===== config.mk =====
export PLATFORM = sky130hd
export DESIGN_NAME = leaf_route_regs
export DESIGN_NICKNAME = d
export VERILOG_FILES = /design/src/rtl/leaf_pkt_pkg.sv /design/src/rtl/leaf_cfg_pkg.sv /design/src/rtl/leaf_route_regs.sv
export SDC_FILE = /design/constraint.sdc
export NUM_CORES = 1
export LEC_CHECK = 0
export BUFFER_PORTS_ARGS = -buffer_cell sky130_fd_sc_hd__buf_4
export CAP_MARGIN = 20
export CORE_ASPECT_RATIO = 1.5
export CORE_MARGIN = 2
export CORE_UTILIZATION = 45
export CTS_CLUSTER_DIAMETER = 50
export DETAILED_ROUTE_END_ITERATION = 12
export GPL_ROUTABILITY_DRIVEN = 0
export PLACE_DENSITY_LB_ADDON = 0.05
export SYNTH_ARGS = -nofsm -noshare
export SYNTH_HDL_FRONTEND = slang
export SYNTH_SLANG_ARGS = --single-unit

===== constraint.sdc =====
create_clock -name clk -period 2.06 [get_ports clk]
set_input_delay 0 -clock clk [delete_from_list [all_inputs] [get_ports clk]]
set_output_delay 0 -clock clk [all_outputs]
set_load 0.01 [all_outputs]

===== src/rtl/leaf_pkt_pkg.sv =====
package leaf_pkt_pkg;

    // ~~~~~~~~~~~~~~~~~~~~~~~~~~~~~~~~~~~~~~~
    // Tree packet format
    // ~~~~~~~~~~~~~~~~~~~~~~~~~~~~~~~~~~~~~~~

    localparam int PKT_W     = 49;
    localparam int PAYLOAD_W = 32;
    localparam int LEAF_W    = 5;    // Destination leaf
    localparam int PORT_W    = 4;    // Port within the leaf
    localparam int ADDR_W    = 7;    // Sequence or entry index

    typedef logic [PAYLOAD_W-1:0] word_t;

    // Field order follows the tree wire format, vld in bit 48
    typedef struct packed {
        logic              vld;
        logic [LEAF_W-1:0] leaf;
        logic [PORT_W-1:0] port;
        logic [ADDR_W-1:0] addr;
        word_t             payload;
    } pkt_t;

endpackage


===== src/rtl/leaf_cfg_pkg.sv =====
package leaf_cfg_pkg;

    import leaf_pkt_pkg::*;

    // ~~~~~~~~~~~~~~~~~~~~~~~~~~~~~~~~~~~~~~~
    // Leaf configuration and stream counts
    // ~~~~~~~~~~~~~~~~~~~~~~~~~~~~~~~~~~~~~~~

    // Where one output stream is sent in the tree
    typedef struct packed {
        logic [LEAF_W-1:0] leaf;
        logic [PORT_W-1:0] port;
    } route_t;

    localparam logic [PORT_W-1:0] CFG_PORT = '0;  // Route table writes

    localparam int NUM_IN  = 5;   // Tree to kernel
    localparam int NUM_OUT = 4;   // Kernel to tree

endpackage


===== src/rtl/leaf_route_regs.sv =====
`timescale 1ns/1ns

module leaf_route_regs
    import leaf_cfg_pkg::*;
(
    input  logic                       clk,
    input  logic                       arst_n,
    input  logic                       cfg_we,
    input  logic [$clog2(NUM_OUT)-1:0] cfg_idx,
    input  route_t                     cfg_route,
    input  logic                       ap_start,
    output route_t [NUM_OUT-1:0]       route_table,
    output logic                       run
);

    // ~~~~~~~~~~~~~~~~~~~~~~~~~~~~~~~~~~~~~~~
    // Route table
    // ~~~~~~~~~~~~~~~~~~~~~~~~~~~~~~~~~~~~~~~

    always_ff @(posedge clk or negedge arst_n) begin
        if (!arst_n) begin
            route_table <= '0;
        end else if (cfg_we) begin
            route_table[cfg_idx] <= cfg_route;
        end
    end

    // ~~~~~~~~~~~~~~~~~~~~~~~~~~~~~~~~~~~~~~~
    // Kernel start
    // ~~~~~~~~~~~~~~~~~~~~~~~~~~~~~~~~~~~~~~~

    // Sticky, only reset brings the kernel back down
    always_ff @(posedge clk or negedge arst_n) begin
        if (!arst_n) begin
            run <= 1'b0;
        end else if (ap_start) begin
            run <= 1'b1;
        end
    end

endmodule


==> metrics.txt, run 1 <==
status completed; RR Startpoint run; max-slew violations 0; Detailed Place HPWL 1.834 mm; reg-to-reg endpoint run; io pins between 50 and 60; post-synth top area cell dfrtp_1; Int Pwr 0.001390 W; part of the power in registers 49.0%; R2R depth 1; DR vias between 800 and 900; CP endpoint kind flop; Unique masters post-synth 7; Post-Syn Instances 79; syn_area_per_cell 17.60 sq um; Static Leak roughly 0.94 nW; CP Launch Type input pin; headroom to the max-slew limit 52.48%; Synth Warn # 0; max-capacitance violation count 0; clk_lat worst skew 0.28 ns; switching pwr 0.0005018 W; WL final ~2.7 mm; CTS Root Cell clkbuf_8; Logic pwr share 25.6%; CTS tree built; Die Area 3559 sq um; Worst-path clk slew 0.07 ns; Final Setup Violations 0; worst-case clock buffer depth 2; Mapped Area 1390 sq um; CTS H-tree lvls 2; total congestion overflow 0; Syn Nets 94; Crit. Startpoint cfg_idx[1]; worst hold path cell count 3; Vias/cell 4.807; site row count 24; area grow syn2layout 44.64%; Worst IR Drop VDD 0.8403 mV; Final Cycle Share 47.72%; initial antenna violation count 0; sequential-to-total area share from yosys stat 66.61%; Crit Path Category in2reg; Tmin final 0.9830 ns; Tightest Pin Transition slightly above 0.7 ns; vias in the first global route 928; Antenna diodes 0; skew final 0 ns; average wire per standard cell 14.60 um; TritonCTS buffer count 5; overall power roughly 0.0019 W; R2R Setup Slk about 1.3 ns; largest cells by area after synthesis dfrtp_1, mux2_2, nand3b_2; Hold Vio Cnt, Final 0; end of the critical path route_table[6]; top-area cell type share of the netlist area 66.61%; Clock Sinks 37; DRT iter0 DRCs 10; DRT Pass-1 Iters 3; DRT antenna net count 0; largest net degree at the start of global routing 38; RSZ-0062 raised after global routing no; Die Y 72.07 um; Nets between 150 and 200; Clk pwr share 25.3%; CP max FO 9; Sum Neg Setup Slack 0 ns; share of layout cells above drive strength 1 67.57%; Hold Crit Class in2reg; die width 49.38 um; Yosys reg bits 37; Worst EP arrival around 1.2 ns; Critical Path RT 2.23 ns; postcts setup bufs 0; number of port buffers between 50 and 60; Max Freq just over 1000 MHz; core area 2943 sq um; Post-route DRC 0; overall routing resource usage 17.01%; Switching Fraction between 20% and 30%; Starting Density 47.24%; first-pass GRT wire length 4.360 mm; Power Density 940.7 nW/um^2
logic make-up after synthesis:
group | after synthesis | synth area share, %
buffers and inverters | 1 | 0.5403
AND/OR/NAND/NOR | 5 | 3.690
multiplexers | 36 | 29.16
flip-flops | 37 | 66.61
worst max-delay path, stage by stage:
cell,delay (ns)
buf_4,0.13
nor3b_2,0.61
mux2_2,0.41
synthesized netlist by cell type:
library cell / number
dfrtp_1: 37
or2_2: 1
nand3b_2: 2
nand3_2: 1
buf_4: 1
mux2_2: 36
nor3b_2: 1
placed cells by master (no fill, tap or decap), drive strengths merged:
cell type    count
buf             51
clkbuf           5
clkinv           2
clkinvlp         1
dfrtp           37
dlygate4sd3     11
mux2            36
nand3            1
nand3b           2
nor3b            1
or2              1
flip-flops by register name, indices dropped and copies added (netlist names):
register / cells
route_table: 36
run: 1
per-layer routing:
layer / global-route usage (%) / vias to the layer above / part of all wire [%]
li1: - / 417 / -
met1: 19.75 / 442 / 42
met2: 28.83 / 35 / 50
met3: 5.556 / 5 / 6.1
met4: 7.407 / 0 / 2.0
met5: 0 / - / 0
power groups by stage:
stage	Combinational, W	Sequential [W]	Clock (W)
global route	0.000519	0.000944	0.000528
detailed placement	0.000477	0.000941	0
finish	0.000485	0.000927	0.000479
CTS	0.000494	0.000928	0.000500
global placement	0.000468	0.000937	0
floorplan	0.000134	0.00100	0
timing repair:
action	CTS	global route
hold buffers	11	0
endpoints found under the hold margin	74	0
resized for setup	0	0
per-stage QoR:
step / hold slack, ns / worst slack [ns] / cell area, sq um / std cells / utilization (%)
after floorplan: -0.2956 / 1.258 / 1390 / 79 / -
after global placement: -0.02144 / 0.7783 / 1814 / 168 / 61.65
after detailed placement: -0.01598 / 0.7316 / 1814 / 168 / 61.65
after CTS: 0.1998 / 1.048 / 2011 / 187 / 68.32
after global routing: 0.2117 / 0.9757 / 2011 / 187 / 68.32
final: 0.2031 / 1.077 / 2011 / 187 / 68.32
area by class of cell:
cell class	instances	area [sq um]
timing repair buffer	62	493.0
sequential	37	925.9
fill	227	932.1
clock inverter	3	17.52
clock buffer	5	68.82
multi-input combinational	41	456.7
tap	39	48.80
worst min-delay path by stage:
| stage | from | to | slack [ns] |
|---|---|---|---|
| 2_1_floorplan | arst_n | route_table[0] | -0.30 |
| 3_3_place_gp | arst_n | route_table[17] | -0.02 |
| 3_5_place_dp | arst_n | route_table[17] | -0.02 |
| 4_1_cts | cfg_idx[1] | route_table[2] | 0.20 |
| 5_1_grt | cfg_idx[1] | route_table[7] | 0.21 |
| 6_report | cfg_idx[1] | route_table[2] | 0.20 |
(Power assumes the default switching activity.)
==> run 2, diff against run 1 <==
clock period = 0.96 ns   (was 2.06 ns; I/O delays follow)
==> metrics.txt, run 2 (same netlist as run 1, synthesis figures left out) <==
DRT iter0 DRCs 2; site row count 24; Hold Vio Cnt, Final 0; largest net degree at the start of global routing 38; CP Buf/Inv Count 1; placed insts about 170; average wire per standard cell ~15 um; CP endpoint kind output pin; Static Leak between 0.9 and 1 nW; RSZ-0062 raised after global routing no; CP max stage cell dfrtp_1; hold-fix buffers at CTS 11; worst-case clock buffer depth 2; first-pass GRT wire length roughly 4.8 mm; Critical Path RT 0.96 ns; headroom to the max-slew limit approximately 70%; most common cell after layout, fill and taps aside buf_4; vias in the first global route 980; CTS tree built; Vias/cell ~4.8; Die Area 3559 sq um; Post-Place Worst Slack -0.05045 ns; number of port buffers between 50 and 60; CP peak stage delay around 0.4 ns; Nets between 150 and 200; DRT antenna net count 0; DR vias 920; CTS H-tree lvls 2; Max Freq 1225 MHz; max-capacitance violation count 0; CP max FO 2; Tightest Pin Transition 0.4680 ns; Sum Neg Setup Slack 0 ns; Top reg by flops route_table; Crit Path Category reg2out; skew final 0 ns; Worst-path clk slew roughly 0.070 ns; Final Setup Violations 0; Post-Layout Cell Count 190; Post-route DRC 0; CTS resizes 0; CP Launch Type flop; Final Cycle Share 85.02%; max-slew violations 0; Worst IR Drop VDD 1.592 mV; share of layout cells above drive strength 1 67.55%; area grow syn2layout 47.70%; Setup WS post-layout about 0.14 ns; Largest regs route_table: 36 flops, run: 1 flops; most frequent cells in the layout buf_4, dfrtp_1, mux2_2, dlygate4sd3_1, clkbuf_8; Hold Crit Class in2async; WL final 2.893 mm; core area 2943 sq um; TritonCTS buffer count 5; die width 49.38 um; Clock Sinks 37; Starting Density 47.24%; overall routing resource usage 18.30%; Antenna diodes 0; io pins 52; crit path cell chain buf_4; postcts setup bufs 0; final core occ ~70%; Tmin final 0.8162 ns; status completed; # fillers approximately 230; DRT Pass-1 Iters 3; CTS Root Cell clkbuf_8; Detailed Place HPWL 1.969 mm; max reg flops 36; Power Density 2008 nW/um^2; clk_lat worst skew 0.28 ns; Worst EP arrival approximately 0.82 ns; Die Y 72.07 um; initial antenna violation count 0; delay-heaviest family, CP flip-flops; total congestion overflow 0
## run 2: cell types whose count changed in the layout (fill, tap and decap cells not counted), sizes merged
cell,delta
clkinv,-2
clkbuf,+2
buf,+4
clkinvlp,-1
## run 2: final timing paths
check                                       end  slack, ns  cells after the start            start
worst max-delay path            route_table[24]       0.14                      1  route_table[24]
worst min-delay path             route_table[8]       0.21                      2           arst_n
worst max register to register              run       0.18                      1              run
worst min register to register              run       0.47                      1              run
max in group asynchronous       route_table[22]       0.41                      2           arst_n
min in group clk                route_table[11]       0.25                      4       cfg_idx[0]
## run 2: per-layer routing
| layer | wire length (um) | track usage (%) |
|---|---|---|
| met1 | 1237 | 23.13 |
| met2 | 1434 | 29.88 |
| met3 | 164 | 4.527 |
| met4 | 56 | 8.333 |
| met5 | 0 | 0 |
## run 2: through the flow
step / hold slack, ns / instance area (sq um) / power, W
detailed placement: -0.01784 / 1857 / 0.003069
floorplan: -0.2956 / 1390 / 0.002437
global route: 0.2599 / 2053 / 0.004343
global placement: -0.02064 / 1857 / 0.003030
finish: 0.2144 / 2053 / 0.004123
CTS: 0.2315 / 2053 / 0.004173
## run 2: final cells by class
type	instances	area [sq um]	area share, %
clock buffer	7	86.33	4.205
tap	39	48.80	2.377
timing repair buffer	66	535.5	26.08
sequential	37	925.9	45.09
multi-input combinational	41	456.7	22.24
## run 2: where the power goes
group	internal, W	leakage (nW)	switching (W)
logic	0.000649	0.486	0.000415
clock network	0.000569	0.0443	0.000493
registers	0.00185	0.435	0.000150
total	0.00306	0.965	0.00106
==> run 3, diff against run 2 <==
MAX_ROUTING_LAYER = met4   (was default)
==> metrics.txt, run 3 (same netlist as run 1, synthesis figures left out) <==
status completed; R2R Setup Slk 0.18 ns; initial antenna violation count 0; CTS H-tree lvls 2; end of the critical path route_table[24]; Static Leak 0.9653 nW; total congestion overflow 0; site row count 24; crit path cell chain buf_4; Post-route DRC 0; Worst path depth 1; worst-case clock buffer depth 2; CP Buf/Inv Count 1; share of layout cells above drive strength 1 between 60 and 70%; Crit Path Category reg2out; part of the power in registers 48.4%; worst hold margin roughly 0.21 ns; Hold Vio Cnt, Final 0; Final Cell Area 2053 sq um; Int Pwr approximately 0.0031 W; Antenna diodes 0; core area around 3000 sq um; CP max stage cell dfrtp_1; overall routing resource usage 18.86%; CP peak stage delay 0.39 ns; Top reg by flops route_table; Clk pwr share 25.7%; io pins 52; Detailed Place HPWL approximately 2.0 mm; Tmin final 0.8163 ns; Sum Neg Setup Slack 0 ns; Largest regs route_table: 36 flops, run: 1 flops; reg-to-reg endpoint run; max-slew violations 0; switching pwr 0.001058 W; Starting Density 47.24%; clk_lat worst skew 0.28 ns; RSZ-0062 raised after global routing no; most frequent cells in the layout buf_4, dfrtp_1, mux2_2, dlygate4sd3_1, clkbuf_8; vias in the first global route 980; RR Startpoint run; DRT antenna net count 0; CTS tree built; max reg flops 36; Final Cycle Share 85.03%; CP endpoint kind output pin; Placed Area 1857 sq um; CTS resizes 0; skew final 0 ns; DRT Pass-1 Iters 3; TritonCTS buffer count 5; first-pass GRT wire length 4.761 mm; CP max FO 2; DR vias 921; Vias/cell 4.847; headroom to the max-slew limit 68.80%; Tightest Pin Transition 0.4680 ns; WL final about 2.9 mm; DRT iter0 DRCs 12; Die Y 72.07 um; Hold Crit Class in2async; Logic pwr share between 20% and 30%; Die Area 3559 sq um; average wire per standard cell 15.22 um; Switching Fraction 25.66%; Worst IR Drop VDD 1.592 mV; Power Density 2008 nW/um^2; R2R depth 1; Worst-path clk slew 0.07 ns; delay-heaviest family, CP flip-flops; Max Freq 1225 MHz; area grow syn2layout 47.70%; Critical Path RT 0.96 ns; die width between 40 and 50 um; CP Launch Type flop; Nets 166; CTS Root Cell clkbuf_8; number of port buffers 51; most common cell after layout, fill and taps aside buf_4; Clock Sinks 37; largest net degree at the start of global routing 38; Crit. Startpoint route_table[24]; Final Setup Violations 0; postcts setup bufs 0; Worst EP arrival 0.82 ns; max-capacitance violation count 0
-- run 3: cell counts in the layout (fill, tap and decap cells not counted) --
Identical to the previous run, type by type.
-- run 3: worst min path at each step --
stage	slack, ns	to	cells past startpoint
after floorplan	-0.30	route_table[0]	0
after global placement	-0.02	route_table[17]	1
after detailed placement	-0.02	route_table[8]	1
after CTS	0.23	route_table[8]	2
after global routing	0.26	route_table[8]	2
final	0.21	route_table[8]	2
-- run 3: layer usage --
metal  GRT usage, %  up-vias  wire length [um]
li1               -      430                 -
met1          23.13      448              1237
met2          29.88       35              1433
met3          4.527        8               164
met4          8.333        0                56
met5              -        -                 0
-- run 3: through the flow --
stage,util (%),worst slack (ns),power (W),instances
detailed placement,63.10,-0.05045,0.003069,172
floorplan,-,0.1581,0.002437,79
global placement,63.10,-0.04937,0.003030,172
finish,69.77,0.1437,0.004123,190
CTS,69.77,0.1279,0.004173,190
global route,69.77,0.1020,0.004343,190
-- run 3: cell type report --
type	instances	area (sq um)
clock buffer	7	86.33
fill	226	889.6
sequential	37	925.9
multi-input combinational	41	456.7
tap	39	48.80
timing repair buffer	66	535.5
-- run 3: repair_timing --
item / 4_1_cts / 5_1_grt
setup endpoints to repair: 0 / 0
hold buffers: 11 / 0
endpoints found under the hold margin: 74 / 0
-- run 3: power by group through the flow --
stage,clock [W],sequential [W],combinational [W]
3_3_place_gp,0,0.00201,0.00102
6_report,0.00106,0.00200,0.00106
3_5_place_dp,0,0.00203,0.00104
5_1_grt,0.00117,0.00203,0.00114
4_1_cts,0.00109,0.00200,0.00108
2_1_floorplan,0,0.00215,0.000288
